<file path="config.mk">
export PLATFORM = sky130hd
export DESIGN_NAME = fe_top
export DESIGN_NICKNAME = d
export VERILOG_FILES = /design/src/source/fe_pkg.sv /design/src/source/fe_fetch_ctrl.sv /design/src/source/fe_imem.sv /design/src/source/fe_pc_gen.sv /design/src/source/fe_top.sv
export SDC_FILE = /design/constraint.sdc
export NUM_CORES = 1
export LEC_CHECK = 0
export BUFFER_PORTS_ARGS = -buffer_cell sky130_fd_sc_hd__buf_4
export CORE_ASPECT_RATIO = 0.8
export CORE_MARGIN = 2
export CORE_UTILIZATION = 55
export CTS_CLUSTER_DIAMETER = 150
export DETAILED_ROUTE_END_ITERATION = 8
export HOLD_SLACK_MARGIN = 0.12
export PLACE_DENSITY_LB_ADDON = 0.1
export SYNTH_ARGS = -nofsm -noshare
export SYNTH_HDL_FRONTEND = slang
export SYNTH_SLANG_ARGS = --single-unit
</file>
<file path="constraint.sdc">
create_clock -name clk_i -period 5.6 [get_ports clk_i]
set_input_delay 0.28 -clock clk_i [delete_from_list [all_inputs] [get_ports clk_i]]
set_output_delay 0.28 -clock clk_i [all_outputs]
set_load 0.05 [all_outputs]
</file>
<file path="src/imem.hex">
// 32-bit instruction words, one per line, ROM word 0 first
00500093
00a00113
002081b3
40110233
0041f2b3
0041e333
001193b3
0020d433
00c000ef
fe5ff06f
00112623
00c12483
00848513
00051463
00a50593
0045a023
0005a603
00c58693
fff68713
00e707b3
00478813
0107a8a3
01180913
0128f9b3
01298a33
01499ab3
00000b17
fdcb0b93
017b8c33
018c0cb3
00008067
0000006f

</file>
<file path="src/source/fe_pkg.sv">
/*
  Shared definitions for the fetch front end
  - sizes of pc, instruction and instruction ROM
  - command opcodes and the command struct
  - queue message kinds, exception codes and the queue struct
  - controller state encoding
*/

package fe_pkg;

  localparam int VADDR_WIDTH    = 32;
  localparam int INSTR_WIDTH    = 32;
  localparam int INSTR_BYTES    = 4;

  // ROM covers byte addresses 0 to IMEM_WORDS*INSTR_BYTES-1
  localparam int IMEM_WORDS     = 32;
  localparam int IMEM_IDX_WIDTH = 5;
  localparam string IMEM_FILE   = "/design/src/imem.hex";

  typedef enum logic
  {
    e_op_pc_redirect = 1'b0,
    e_op_fence       = 1'b1
  } fe_opcode_e;

  typedef struct packed
  {
    fe_opcode_e             opcode;
    logic [VADDR_WIDTH-1:0] vaddr;
  } fe_cmd_s;

  typedef enum logic
  {
    e_fe_fetch     = 1'b0,
    e_fe_exception = 1'b1
  } fe_msg_type_e;

  typedef enum logic [1:0]
  {
    e_instr_misaligned   = 2'd0,
    e_instr_access_fault = 2'd1,
    e_none               = 2'd2
  } fe_exc_code_e;

  // instr is zero for exceptions, exc_code is e_none for fetches
  typedef struct packed
  {
    fe_msg_type_e           msg_type;
    logic [VADDR_WIDTH-1:0] pc;
    logic [INSTR_WIDTH-1:0] instr;
    fe_exc_code_e           exc_code;
  } fe_queue_s;

  typedef enum logic [1:0]
  {
    e_wait  = 2'd0,
    e_run   = 2'd1,
    e_stall = 2'd2
  } fe_state_e;

endpackage

</file>
<file path="src/source/fe_fetch_ctrl.sv">
/*
  Fetch controller
  - command decode into redirect and fence
  - wait/run/stall state machine and IF1/IF2 valid bits
  - resume pc for replay after back-pressure or fence
  - queue message formation with exception priority
*/

module fe_fetch_ctrl
  import fe_pkg::*;
(
  input  logic                   clk_i,
  input  logic                   reset_i,

  input  fe_cmd_s                cmd_i,
  input  logic                   cmd_v_i,
  input  logic                   queue_ready_i,

  input  logic [VADDR_WIDTH-1:0] if2_pc_i,
  input  logic [INSTR_WIDTH-1:0] instr_i,
  input  logic                   misaligned_i,
  input  logic                   access_fault_i,

  output fe_queue_s              queue_o,
  output logic                   queue_v_o,

  output logic                   redirect_v_o,
  output logic [VADDR_WIDTH-1:0] redirect_pc_o,
  output logic                   advance_o
);

  fe_state_e              state_r;
  fe_state_e              state_n;
  logic                   is_run;
  logic                   is_stall;

  logic                   redirect_cmd_v;
  logic                   fence_cmd_v;

  logic                   v_if1_r;
  logic                   v_if2_r;
  logic                   v_if2_n;

  logic                   exception_v;
  logic                   queue_miss;
  logic                   fetch_fail;
  logic                   exception_xfer;
  logic                   unstall;

  logic [VADDR_WIDTH-1:0] pc_resume_r;

  assign is_run   = (state_r == e_run);
  assign is_stall = (state_r == e_stall);

  assign redirect_cmd_v = cmd_v_i & (cmd_i.opcode == e_op_pc_redirect);
  assign fence_cmd_v    = cmd_v_i & (cmd_i.opcode == e_op_fence);

  assign exception_v = v_if2_r & (misaligned_i | access_fault_i);
  assign queue_miss  = v_if2_r & ~queue_ready_i;

  // A command in the same cycle takes precedence over the IF2 result
  assign queue_v_o      = queue_ready_i & v_if2_r & ~cmd_v_i;
  assign fetch_fail     = v_if2_r & ~queue_v_o;
  assign exception_xfer = queue_v_o & exception_v;
  assign unstall        = queue_ready_i & ~cmd_v_i;

  always_comb
  begin
    case (state_r)
      e_wait:
      begin
        if (redirect_cmd_v)
          state_n = e_run;
        else if (fence_cmd_v)
          state_n = e_stall;
        else
          state_n = e_wait;
      end
      e_stall:
      begin
        if (redirect_cmd_v || (!fence_cmd_v && unstall))
          state_n = e_run;
        else
          state_n = e_stall;
      end
      e_run:
      begin
        // Redirect restarts in place, fence or lost fetch replays later
        if (redirect_cmd_v)
          state_n = e_run;
        else if (fence_cmd_v || fetch_fail)
          state_n = e_stall;
        else if (exception_xfer)
          state_n = e_wait;
        else
          state_n = e_run;
      end
      default:
      begin
        state_n = e_wait;
      end
    endcase
  end

  assign advance_o     = (state_n == e_run);
  assign redirect_v_o  = redirect_cmd_v | (is_stall & advance_o);
  assign redirect_pc_o = cmd_v_i ? cmd_i.vaddr : pc_resume_r;

  // Anything younger than a command, a lost fetch or an exception is dropped
  assign v_if2_n = v_if1_r & ~(cmd_v_i | queue_miss | exception_v);

  always_ff @(posedge clk_i)
  begin
    if (reset_i)
    begin
      state_r <= e_wait;
      v_if1_r <= 1'b0;
      v_if2_r <= 1'b0;
    end
    else
    begin
      state_r <= state_n;
      v_if1_r <= advance_o;
      v_if2_r <= v_if2_n;
    end
  end

  // Command vaddr on a command, else the IF2 pc while running
  always_ff @(posedge clk_i)
  begin
    if (cmd_v_i)
    begin
      pc_resume_r <= cmd_i.vaddr;
    end
    else if (is_run)
    begin
      pc_resume_r <= if2_pc_i;
    end
  end

  always_comb
  begin
    queue_o    = '0;
    queue_o.pc = if2_pc_i;
    if (misaligned_i)
    begin
      queue_o.msg_type = e_fe_exception;
      queue_o.exc_code = e_instr_misaligned;
    end
    else if (access_fault_i)
    begin
      queue_o.msg_type = e_fe_exception;
      queue_o.exc_code = e_instr_access_fault;
    end
    else
    begin
      queue_o.msg_type = e_fe_fetch;
      queue_o.instr    = instr_i;
      queue_o.exc_code = e_none;
    end
  end

endmodule

</file>
<file path="src/source/fe_imem.sv">
/*
  Instruction ROM of the fetch front end
  - contents loaded from the ROM data file
  - IF1 read register and IF2 output register
  - misaligned and access fault flags carried with the data
*/

module fe_imem
  import fe_pkg::*;
(
  input  logic                   clk_i,
  input  logic                   reset_i,

  input  logic                   read_v_i,
  input  logic [VADDR_WIDTH-1:0] read_pc_i,

  output logic [INSTR_WIDTH-1:0] instr_o,
  output logic                   misaligned_o,
  output logic                   access_fault_o
);

  logic [INSTR_WIDTH-1:0]    rom [IMEM_WORDS];
  logic [IMEM_IDX_WIDTH-1:0] read_idx;
  logic                      read_misaligned;
  logic                      read_fault;

  logic [INSTR_WIDTH-1:0]    if1_instr_r;
  logic [INSTR_WIDTH-1:0]    if2_instr_r;
  logic                      if1_misaligned_r;
  logic                      if1_fault_r;
  logic                      if2_misaligned_r;
  logic                      if2_fault_r;

  initial
  begin
    $readmemh(IMEM_FILE, rom);
  end

  // Word index sits above the byte offset
  assign read_idx        = read_pc_i[$clog2(INSTR_BYTES) +: IMEM_IDX_WIDTH];
  assign read_misaligned = |read_pc_i[$clog2(INSTR_BYTES)-1:0];
  assign read_fault      = (read_pc_i >= VADDR_WIDTH'(IMEM_WORDS * INSTR_BYTES));

  always_ff @(posedge clk_i)
  begin
    if (read_v_i)
    begin
      if1_instr_r <= rom[read_idx];
      if2_instr_r <= if1_instr_r;
    end
  end

  always_ff @(posedge clk_i)
  begin
    if (reset_i)
    begin
      if1_misaligned_r <= 1'b0;
      if1_fault_r      <= 1'b0;
      if2_misaligned_r <= 1'b0;
      if2_fault_r      <= 1'b0;
    end
    else if (read_v_i)
    begin
      if1_misaligned_r <= read_misaligned;
      if1_fault_r      <= read_fault;
      if2_misaligned_r <= if1_misaligned_r;
      if2_fault_r      <= if1_fault_r;
    end
  end

  assign instr_o        = if2_instr_r;
  assign misaligned_o   = if2_misaligned_r;
  assign access_fault_o = if2_fault_r;

endmodule

</file>
<file path="src/source/fe_pc_gen.sv">
/*
  PC generator for the two-stage fetch pipeline
  - next pc selection between redirect and sequential
  - IF1 and IF2 pc registers shifted on advance
*/

module fe_pc_gen
  import fe_pkg::*;
(
  input  logic                   clk_i,
  input  logic                   reset_i,

  input  logic                   redirect_v_i,
  input  logic [VADDR_WIDTH-1:0] redirect_pc_i,
  input  logic                   advance_i,

  output logic [VADDR_WIDTH-1:0] next_pc_o,
  output logic [VADDR_WIDTH-1:0] if2_pc_o
);

  logic [VADDR_WIDTH-1:0] if1_pc_r;
  logic [VADDR_WIDTH-1:0] if2_pc_r;
  logic [VADDR_WIDTH-1:0] seq_pc;

  // Sequential successor of the pc currently in IF1
  assign seq_pc = if1_pc_r + VADDR_WIDTH'(INSTR_BYTES);

  always_comb
  begin
    if (redirect_v_i)
    begin
      next_pc_o = redirect_pc_i;
    end
    else
    begin
      next_pc_o = seq_pc;
    end
  end

  // Both stages move together, so up to two fetches are in flight
  always_ff @(posedge clk_i)
  begin
    if (reset_i)
    begin
      if1_pc_r <= '0;
      if2_pc_r <= '0;
    end
    else if (advance_i)
    begin
      if1_pc_r <= next_pc_o;
      if2_pc_r <= if1_pc_r;
    end
  end

  assign if2_pc_o = if2_pc_r;

endmodule

</file>
<file path="src/source/fe_top.sv">
/*
  Fetch front end top level
  - fetch controller, pc generator and instruction ROM
  - command input and fetch queue output ports
*/

module fe_top
  import fe_pkg::*;
(
  input  logic      clk_i,
  input  logic      reset_i,

  input  fe_cmd_s   fe_cmd_i,
  input  logic      fe_cmd_v_i,

  output fe_queue_s fe_queue_o,
  output logic      fe_queue_v_o,
  input  logic      fe_queue_ready_i
);

  logic                   redirect_v;
  logic [VADDR_WIDTH-1:0] redirect_pc;
  logic                   advance;
  logic [VADDR_WIDTH-1:0] next_pc;
  logic [VADDR_WIDTH-1:0] if2_pc;
  logic [INSTR_WIDTH-1:0] instr;
  logic                   misaligned;
  logic                   access_fault;

  fe_fetch_ctrl u_fetch_ctrl
  (
    .clk_i          (clk_i),
    .reset_i        (reset_i),
    .cmd_i          (fe_cmd_i),
    .cmd_v_i        (fe_cmd_v_i),
    .queue_ready_i  (fe_queue_ready_i),
    .if2_pc_i       (if2_pc),
    .instr_i        (instr),
    .misaligned_i   (misaligned),
    .access_fault_i (access_fault),
    .queue_o        (fe_queue_o),
    .queue_v_o      (fe_queue_v_o),
    .redirect_v_o   (redirect_v),
    .redirect_pc_o  (redirect_pc),
    .advance_o      (advance)
  );

  fe_pc_gen u_pc_gen
  (
    .clk_i         (clk_i),
    .reset_i       (reset_i),
    .redirect_v_i  (redirect_v),
    .redirect_pc_i (redirect_pc),
    .advance_i     (advance),
    .next_pc_o     (next_pc),
    .if2_pc_o      (if2_pc)
  );

  // ROM reads at the pc entering IF1
  fe_imem u_imem
  (
    .clk_i          (clk_i),
    .reset_i        (reset_i),
    .read_v_i       (advance),
    .read_pc_i      (next_pc),
    .instr_o        (instr),
    .misaligned_o   (misaligned),
    .access_fault_o (access_fault)
  );

endmodule
</file>
==> results of run 1 <==
-- where the power goes --
group          switching (uW)  internal (uW)  total (uW)  leakage (uW)
sequential               48.3            837         885      0.000920
combinational             238            110         348       0.00137
clock                     275            311         586      0.000138
-- state kept, by name, indices dropped and copies added (netlist names) --
register / cells
u_fetch_ctrl.pc_resume_r: 32
u_imem.access_fault_o: 1
u_pc_gen.if1_pc_r: 32
u_fetch_ctrl.v_if2_r: 1
u_pc_gen.if2_pc_o: 32
u_imem.misaligned_o: 1
u_fetch_ctrl.state_r: 2
u_imem.if1_misaligned_r: 1
u_imem.if1_fault_r: 1
u_fetch_ctrl.v_if1_r: 1
-- worst max-delay path: cells and delay by family (launching register included) --
family | cells | cell delay, ps
AO/OA/AOI/OAI | 2 | 570
AND/OR/NAND/NOR | 5 | 1590
flip-flops | 1 | 440
-- synthesized netlist by cell type, drive strengths merged, types with 2 or more instances --
| cell | count |
|---|---|
| nand2 | 140 |
| a21oi | 77 |
| dfxtp | 72 |
| buf | 47 |
| o21ai | 34 |
| edfxtp | 32 |
| clkbuf | 31 |
| nor2 | 25 |
| inv | 23 |
| nand3 | 20 |
| mux2 | 18 |
| mux2i | 16 |
| nand4 | 15 |
| and3 | 10 |
| nor3 | 10 |
| o31ai | 10 |
| xnor2 | 10 |
| nor4 | 9 |
| and2 | 8 |
| o21a | 8 |
| and4 | 7 |
| o31a | 5 |
| xor2 | 5 |
| a31oi | 3 |
| nor2b | 3 |
| o211ai | 3 |
| a21boi | 2 |
| a21o | 2 |
| clkinv | 2 |
| nor3b | 2 |
| or2 | 2 |
| or4 | 2 |
-- per-stage QoR --
stage	cells	hold slack (ps)	area, um^2	util [%]
finish	845	236.5	6220	64.19
global route	845	242.7	6220	64.19
CTS	845	229.1	6220	64.19
detailed placement	830	445.1	5948	61.39
global placement	830	451.7	5948	61.39
floorplan	694	436.7	5629	-
-- layer usage --
layer | share of wire, % | global-route usage (%)
met1 | 47 | 34.74
met5 | 0 | 0
met2 | 46 | 38.26
met4 | 1.2 | 6.250
met3 | 5.6 | 4.472
-- worst max path at each step --
stage,cells after the start,endpoint,startpoint
after floorplan,7,u_imem.if1_fault_r$_SDFFE_PP0N_,u_imem.misaligned_o$_SDFFE_PP0N_
after global placement,8,u_pc_gen.if1_pc_r[22]$_SDFFE_PP0N_,fe_cmd_v_i
after detailed placement,8,u_imem.if1_fault_r$_SDFFE_PP0N_,fe_cmd_v_i
after CTS,7,u_imem.if1_fault_r$_SDFFE_PP0N_,u_fetch_ctrl.state_r[0]$_SDFF_PP0_
after global routing,7,u_imem.if1_fault_r$_SDFFE_PP0N_,u_pc_gen.if1_pc_r[4]$_SDFFE_PP0N_
final,7,u_imem.if1_fault_r$_SDFFE_PP0N_,u_fetch_ctrl.state_r[0]$_SDFF_PP0_
-- cell families after synthesis --
family / after synthesis / synth area share, %
AND/OR/NAND/NOR: 256 / 21.88
AO/OA/AOI/OAI: 149 / 15.66
flip-flops: 104 / 43.58
buffers and inverters: 103 / 9.623
multiplexers: 34 / 6.582
XOR/XNOR: 15 / 2.383
adder cells (fa/ha/maj): 1 / 0.2269
other: 1 / 0.06802
-- layout make-up --
cell class	count	share of cell area (%)
well taps	136	2.736
multi-input cells	487	43.35
inverters	25	1.509
clock inverters	5	0.5230
repair buffers	78	9.415
flip-flops and latches	104	38.62
clock buffers	10	3.842
==> metrics.md, run 1 <==
| Metric | Value |
|---|---|
| Antenna-violating nets left | 0 |
| Worst path required time | 5830 ps |
| Final Setup Violations | 0 |
| Synth area leaders | dfxtp_1 (26%), edfxtp_1 (17%), nand2_1 (9.5%), a21oi_1 (7.0%), buf_4 (4.4%) |
| DRC viols | 0 |
| Post-synth top area share | 26.15% |
| Initial core utilization | 56.90% |
| Synthesized area | 0.005513 mm^2 |
| Gate Count Post-Synth | 663 |
| Hold Path Class | in2reg |
| Synthesized area per cell | 8.315 um^2 |
| GRT Overall Usage | 24.36% |
| Minimum clock period | 2735 ps |
| Tightest Pin Transition | 807.3 ps |
| Leakage | 0.002431 uW |
| Seq/Total Area, Yosys | 43.58% |
| Tot Pwr | 1820 uW |
| DR WL/cell | 15.53 um |
| VDD IR-drop max | 0.2017 mV |
| Initial antenna violation count | 0 |
| Area delta synth->final | 12.82% |
| Tcrit/Tclk final | 48.83% |
| Bufs on Longest Clock Path | 2 |
| Reg-to-reg slack, setup | 2870 ps |
| Worst Min Path Start | fe_cmd_i[23] |
| Worst EP arrival | 2960 ps |
| GP Congestion | 0.8347 |
| Post-synth EDFFs | 32 |
| Power per Cell Area | 292.6 mW/mm^2 |
| R2r endpoint | u_imem.if1_fault_r$_SDFFE_PP0N_ |
| FF+latch count, synth | 104 |
| R2R depth | 7 |
| Hold Path Cell Cnt | 3 |
| Max-cap violations | 0 |
| Ys async rst share | 0% |
| Multi-input gate area | 0.002696 mm^2 |
| HPWL Detailed | 8.721 mm |
| Critical Path Sink Type | flip-flop |
| Post-CTS Hold Buffers | 0 |
| Setup ws final | 2865 ps |
| CTS tree | done |
| Worst Hold End | u_fetch_ctrl.pc_resume_r[23]$_DFFE_PP_ |
| Final hold vios | 0 |
| CP max FO | 42 |
| Ports | 105 |
| TritonCTS buffer count | 9 |
| Post-CTS setup buffer count | 0 |
| Reg area | 0.002402 mm^2 |
| Vias after detailed routing | 4745 |
| Final net count | 743 |
| H-tree Lvls | 3 |
| First-pass GRT wire length | 20.87 mm |
| Syn. warnings | 0 |
| Worst rel slew slack | 46.18% |
| RSZ-0062 raised after global routing | false |
| Clock skew | 7.562 ps |
| Worst path max stage delay | 600 ps |
| Commonest non-fill, non-tap cell in the layout | nand2_1 |
| Distinct cell type count after synthesis | 51 |
| Rows | 32 |
| Worst Setup Path Type | reg2reg |
| Setup_tns | 0 ps |
| Critical path, cell by cell | and4bb_1 -> or2_2 -> o31ai_1 -> and3_1 -> nand4_1 -> nor4_1 -> a31oi_1 |
| Clk sinks | 104 |
| Die W | 115.9 um |
| Synth Flop Type | dfxtp_1 |
| WL final | 13.13 mm |
| Clock transition at path regs | 70 ps |
| CP startpoint kind | flip-flop |
| Status | completed |
| Layout fillers | 867 |
| IO Port Bufs | 72 |
| Die Y | 93.55 um |
| Max-slew violations | 0 |
| Via density per instance | 5.615 |
| Pre-antenna DRT Iters | 5 |
| Skew-Pair Late Insertion Delay | 350 ps |
| Commonest non-fill, non-tap cells in the layout | nand2_1 (140), buf_4 (78), a21oi_1 (77), dfxtp_1 (72), o21ai_0 (34) |
| Layout cells sized above 1 | 17.49% |
| Antenna diode count | 0 |
| Die ar. | 0.01085 mm^2 |
| RR Startpoint | u_fetch_ctrl.state_r[0]$_SDFF_PP0_ |
| Worst slack at placement | 2744 ps |
| Area leader, netlist | dfxtp_1 |
| Post-CTS Resized | 0 |
| Max frequency | 365.7 MHz |
| Total gr overflow | 0 |
| Pin count of the biggest net entering global routing | 72 |
| CP max stage cell | or2_2 |
| Vias in the first global route | 4214 |
| Initial DRC count | 444 |
| Core footprint | 0.009689 mm^2 |
| CTS root buf | clkbuf_16 |
(Power assumes the default switching activity.)
==> run 2, diff against run 1 <==
CORE_UTILIZATION = 50   (was 55)
clock period = 2.5 ns   (was 5.6 ns; I/O delays follow)
==> metrics.md, run 2 (synthesis gave the netlist of run 1 again) <==
| Metric | Value |
|---|---|
| Buf+Inv Stages, Crit Path | 1 |
| Power per Cell Area | 640.9 mW/mm^2 |
| Worst path max stage delay | 630 ps |
| Layout cells sized above 1 | 20.78% |
| TritonCTS buffer count | 9 |
| R2R depth | 7 |
| Antenna diode count | 0 |
| CTS root buf | clkbuf_16 |
| Worst rel slew slack | 57.95% |
| Core footprint | 0.01081 mm^2 |
| Initial antenna violation count | 0 |
| WL final | 14.38 mm |
| HPWL Detailed | 9.564 mm |
| Clk sinks | 104 |
| Commonest non-fill, non-tap cells in the layout | nand2_1 (140), buf_4 (104), a21oi_1 (77), dfxtp_1 (70), o21ai_0 (34) |
| Area delta synth->final | 24.40% |
| Hold Path Class | in2reg |
| Final Setup Violations | 0 |
| Antenna-violating nets left | 0 |
| Die ar. | 0.01189 mm^2 |
| Leakage | 0.002725 uW |
| GRT Overall Usage | 24.67% |
| Pin count of the biggest net entering global routing | 72 |
| Status | completed |
| DRC viols | 0 |
| Die W | 121.4 um |
| CP max stage cell | or4_4 |
| Pre-antenna DRT Iters | 5 |
| Tot Pwr | 4395 uW |
| Clock skew | 6.105 ps |
| GP Congestion | 0.8607 |
| Top delay family on crit path | simple AND/OR/NAND/NOR gates |
| Clock transition at path regs | 70 ps |
| Max-cap violations | 0 |
| Final net count | 803 |
| CP Depth | 7 |
| CTS tree | done |
| Skew-Pair Late Insertion Delay | 350 ps |
| CP max FO | 12 |
| Worst Setup Path Type | reg2reg |
| Max-slew violations | 0 |
| First-pass GRT wire length | 23.53 mm |
| Critical Path Sink Type | flip-flop |
| Commonest non-fill, non-tap cell in the layout | nand2_1 |
| Ports | 105 |
| Vias after detailed routing | 4954 |
| Die Y | 97.92 um |
| Tcrit/Tclk final | 97.16% |
| VDD IR-drop max | 0.6015 mV |
| Hold Path Cell Cnt | 3 |
| Bufs on Longest Clock Path | 2 |
| CP startpoint kind | flip-flop |
| Vias in the first global route | 4691 |
| Worst path required time | 2730 ps |
| Worst EP arrival | 2660 ps |
| Final hold vios | 0 |
| Final core utilization | 63.47% |
| Minimum clock period | 2429 ps |
| Max frequency | 411.7 MHz |
| Initial core utilization | 51.02% |
| H-tree Lvls | 3 |
| Total gr overflow | 0 |
| DR WL/cell | 15.73 um |
| Initial DRC count | 491 |
| IO Port Bufs | 72 |
| Rows | 34 |
| Critical path, cell by cell | inv_1 -> or4_4 -> o31a_2 -> o31ai_2 -> nand4_1 -> nor4_2 -> a31oi_1 |
| Via density per instance | 5.420 |
| Reg-to-reg slack, setup | 70 ps |
| Tightest Pin Transition | 630.8 ps |
## run 2: changes by cell type in the layout (fill, tap and decap cells not counted), moves of 2 or more
cell / previous run / this run
o31ai_1: 8 / 6
dfxtp_2: 0 / 2
clkinvlp_4: 0 / 2
dlygate4sd3_1: 0 / 33
nor4_1: 9 / 7
nor4_2: 0 / 2
bufinv_16: 0 / 2
clkinv_2: 3 / 0
o31ai_2: 2 / 4
dfxtp_1: 72 / 70
buf_4: 78 / 104
## run 2: tightest hold or removal path, cell delays in order
cell	delay, ps
buf_4	70
and2_1	150
a21o_1	90
## run 2: final timing paths
kind                                      start                                      to
max          u_pc_gen.if1_pc_r[22]$_SDFFE_PP0N_         u_imem.if1_fault_r$_SDFFE_PP0N_
min                                fe_cmd_i[12]  u_fetch_ctrl.pc_resume_r[12]$_DFFE_PP_
max reg2reg  u_pc_gen.if1_pc_r[22]$_SDFFE_PP0N_         u_imem.if1_fault_r$_SDFFE_PP0N_
min reg2reg     u_fetch_ctrl.v_if1_r$_SDFF_PP0_         u_fetch_ctrl.v_if2_r$_SDFF_PP0_
## run 2: repair_timing
item                                    4_1_cts  5_1_grt
hold endpoints to repair                     32        0
gates resized for setup                       1        8
setup buffers                                 1        1
hold buffers                                 33        0
endpoints found under the setup margin        1        1
pin swaps                                     1        1
## run 2: cell type report
cell class                 instances  area (um^2)
inverter                          25        93.84
sequential                       104         2405
tap                              144        180.2
clock inverter                     6        92.59
fill                             972         3948
timing repair buffer             138         1131
multi-input combinational        487         2726
clock buffer                      10        229.0
## run 2: per-stage QoR
stage	setup WS (ps)	cells	cell area (um^2)	hold slack (ps)	setup TNS [ps]
final	71.09	914	6858	194.5	0
after global routing	-5.552	914	6858	207.7	-5.552
after CTS	18.92	913	6822	192.9	0
after detailed placement	-7.530	863	6161	427.5	-7.530
after global placement	62.57	863	6161	418.7	0
after floorplan	209.7	694	5632	292.5	0
## run 2: metal layers
metal | up-vias | global-route usage (%) | part of all wire (%)
met3 | 21 | 4.322 | 5.3
li1 | 2435 | - | -
met4 | 0 | 8.046 | 1.6
met5 | - | 0 | 0
met2 | 150 | 37.81 | 46
met1 | 2348 | 35.42 | 48
## run 2: report_power, final
| part | leakage (uW) | internal [uW] | total [uW] | switching [uW] |
|---|---|---|---|---|
| Combinational | 0.00165 | 319 | 903 | 584 |
| Sequential | 0.000921 | 1870 | 1970 | 90.7 |
| Clock | 0.000149 | 884 | 1530 | 644 |
==> run 3, diff against run 2 <==
CORE_UTILIZATION = 30   (was 50)
==> metrics.md, run 3 (synthesis gave the netlist of run 1 again) <==
| Metric | Value |
|---|---|
| Status | completed |
| Commonest non-fill, non-tap cell in the layout | nand2_1 |
| Tcrit/Tclk final | 95.94% |
| Vias in the first global route | 4772 |
| Layout cells sized above 1 | 21.49% |
| Pin count of the biggest net entering global routing | 72 |
| H-tree Lvls | 3 |
| WL met2 | 6.913 mm |
| Final Setup Violations | 0 |
| Tot Pwr | 4316 uW |
| RR Startpoint | u_pc_gen.if1_pc_r[22]$_SDFFE_PP0N_ |
| WHS | 133.0 ps |
| Rows | 44 |
| RSZ-0062 raised after global routing | false |
| Max frequency | 416.9 MHz |
| WL final | 16.16 mm |
| Leakage | 0.002752 uW |
| Worst path required time | 2730 ps |
| GP Congestion | 0.8652 |
| TritonCTS buffer count | 9 |
| Area delta synth->final | 27.44% |
| CP startpoint kind | flip-flop |
| IO Port Bufs | 72 |
| Worst rel slew slack | 54.75% |
| Setup_tns | 0 ps |
| Power per Cell Area | 614.3 mW/mm^2 |
| Max-cap violations | 0 |
| CP max FO | 12 |
| Initial antenna violation count | 0 |
| Commonest non-fill, non-tap cells in the layout | nand2_1 (140), buf_4 (109), a21oi_1 (77), dfxtp_1 (70), o21ai_0 (34) |
| Clock skew | 5.691 ps |
| Skew-Pair Late Insertion Delay | 360 ps |
| Initial DRC count | 293 |
| CTS tree | done |
| Die ar. | 0.01948 mm^2 |
| Bufs on Longest Clock Path | 2 |
| Antenna-violating nets left | 0 |
| Via density per instance | 4.869 |
| GRT Overall Usage | 17.02% |
| R2r endpoint | u_imem.if1_fault_r$_SDFFE_PP0N_ |
| Worst EP arrival | 2630 ps |
| Max Used Layer | met4 |
| Clk sinks | 104 |
| Minimum clock period | 2399 ps |
| WL met3 | 682 um |
| Antenna diode count | 0 |
| HPWL Detailed | 10.92 mm |
| Critical Path End | u_imem.if1_fault_r$_SDFFE_PP0N_ |
| Max-slew violations | 0 |
| Core footprint | 0.01806 mm^2 |
| Total gr overflow | 0 |
| Final net count | 810 |
| Hold Path Class | in2reg |
| VDD IR-drop max | 0.3387 mV |
| Final instance area | 0.007025 mm^2 |
| Worst Setup Path Type | reg2reg |
| Pre-antenna DRT Iters | 5 |
| CTS root buf | clkbuf_16 |
| Placed cell area | 0.006344 mm^2 |
| First-pass GRT wire length | 26.17 mm |
| Setup ws final | 101.5 ps |
| Clock transition at path regs | 70 ps |
| Worst slack at placement | -175.2 ps |
| Critical Path Sink Type | flip-flop |
| Initial core utilization | 30.53% |
| Met1 Wirelength | 8.377 mm |
| Reg-to-reg slack, setup | 100 ps |
| DR WL/cell | 16.04 um |
| DRC viols | 0 |
| Vias after detailed routing | 4903 |
| Setup crit start | u_pc_gen.if1_pc_r[22]$_SDFFE_PP0N_ |
| R2R depth | 7 |
| Die Y | 125.2 um |
| Ports | 105 |
| Die W | 155.6 um |
| Final hold vios | 0 |
| Tightest Pin Transition | 678.7 ps |
==> run 3: area by class of cell <==
type / count / area (um^2)
clock buffer: 10 / 229.0
clock inverter: 6 / 60.06
fill: 1883 / 11030
inverter: 25 / 93.84
multi-input combinational: 487 / 2731
sequential: 104 / 2405
tap: 230 / 287.8
timing repair buffer: 145 / 1219
==> run 3: metal layers <==
layer  vias to the layer above  track usage (%)
met5                         -                0
met3                        15            3.570
met1                      2309            25.31
met2                       117            24.96
met4                         0            4.425
li1                       2462                -
==> run 3: power breakdown <==
| group | switching (uW) | internal (uW) | leakage (uW) |
|---|---|---|---|
| sequential | 87.3 | 1870 | 0.000921 |
| combinational | 605 | 331 | 0.00170 |
| clock | 647 | 771 | 0.000130 |
| total | 1340 | 2980 | 0.00275 |
==> run 3: worst min path at each step <==
stage,start,endpoint,slack [ps],depth (start not counted)
after detailed placement,fe_cmd_i[29],u_fetch_ctrl.pc_resume_r[29]$_DFFE_PP_,430,3
after floorplan,fe_queue_ready_i,u_fetch_ctrl.state_r[1]$_SDFF_PP0_,290,3
after global placement,fe_cmd_i[5],u_fetch_ctrl.pc_resume_r[5]$_DFFE_PP_,430,3
final,fe_cmd_i[13],u_fetch_ctrl.pc_resume_r[13]$_DFFE_PP_,130,3
after CTS,fe_cmd_i[13],u_fetch_ctrl.pc_resume_r[13]$_DFFE_PP_,120,3
after global routing,fe_cmd_i[13],u_fetch_ctrl.pc_resume_r[13]$_DFFE_PP_,160,3
==> run 3: worst max-delay path, stage by stage (launching register included) <==
cell and delay [ps]:
dfxtp_1 410, inv_1 90, or4_4 620, o31a_2 360
o31ai_2 280, nand4_1 190, nor4_2 220, a31oi_1 110
==> run 3: timing repair <==
action	CTS	global route
gates resized for setup	3	7
buffers inserted	2	3
hold endpoints to repair	31	0
pin swaps	2	1
endpoints found under the setup margin	1	1
hold buffers	32	0
==> run 3: through the flow <==
stage / util (%) / std cells
2_1_floorplan: - / 694
3_3_place_gp: 35.13 / 954
3_5_place_dp: 35.13 / 954
4_1_cts: 38.64 / 1004
5_1_grt: 38.91 / 1007
6_report: 38.91 / 1007
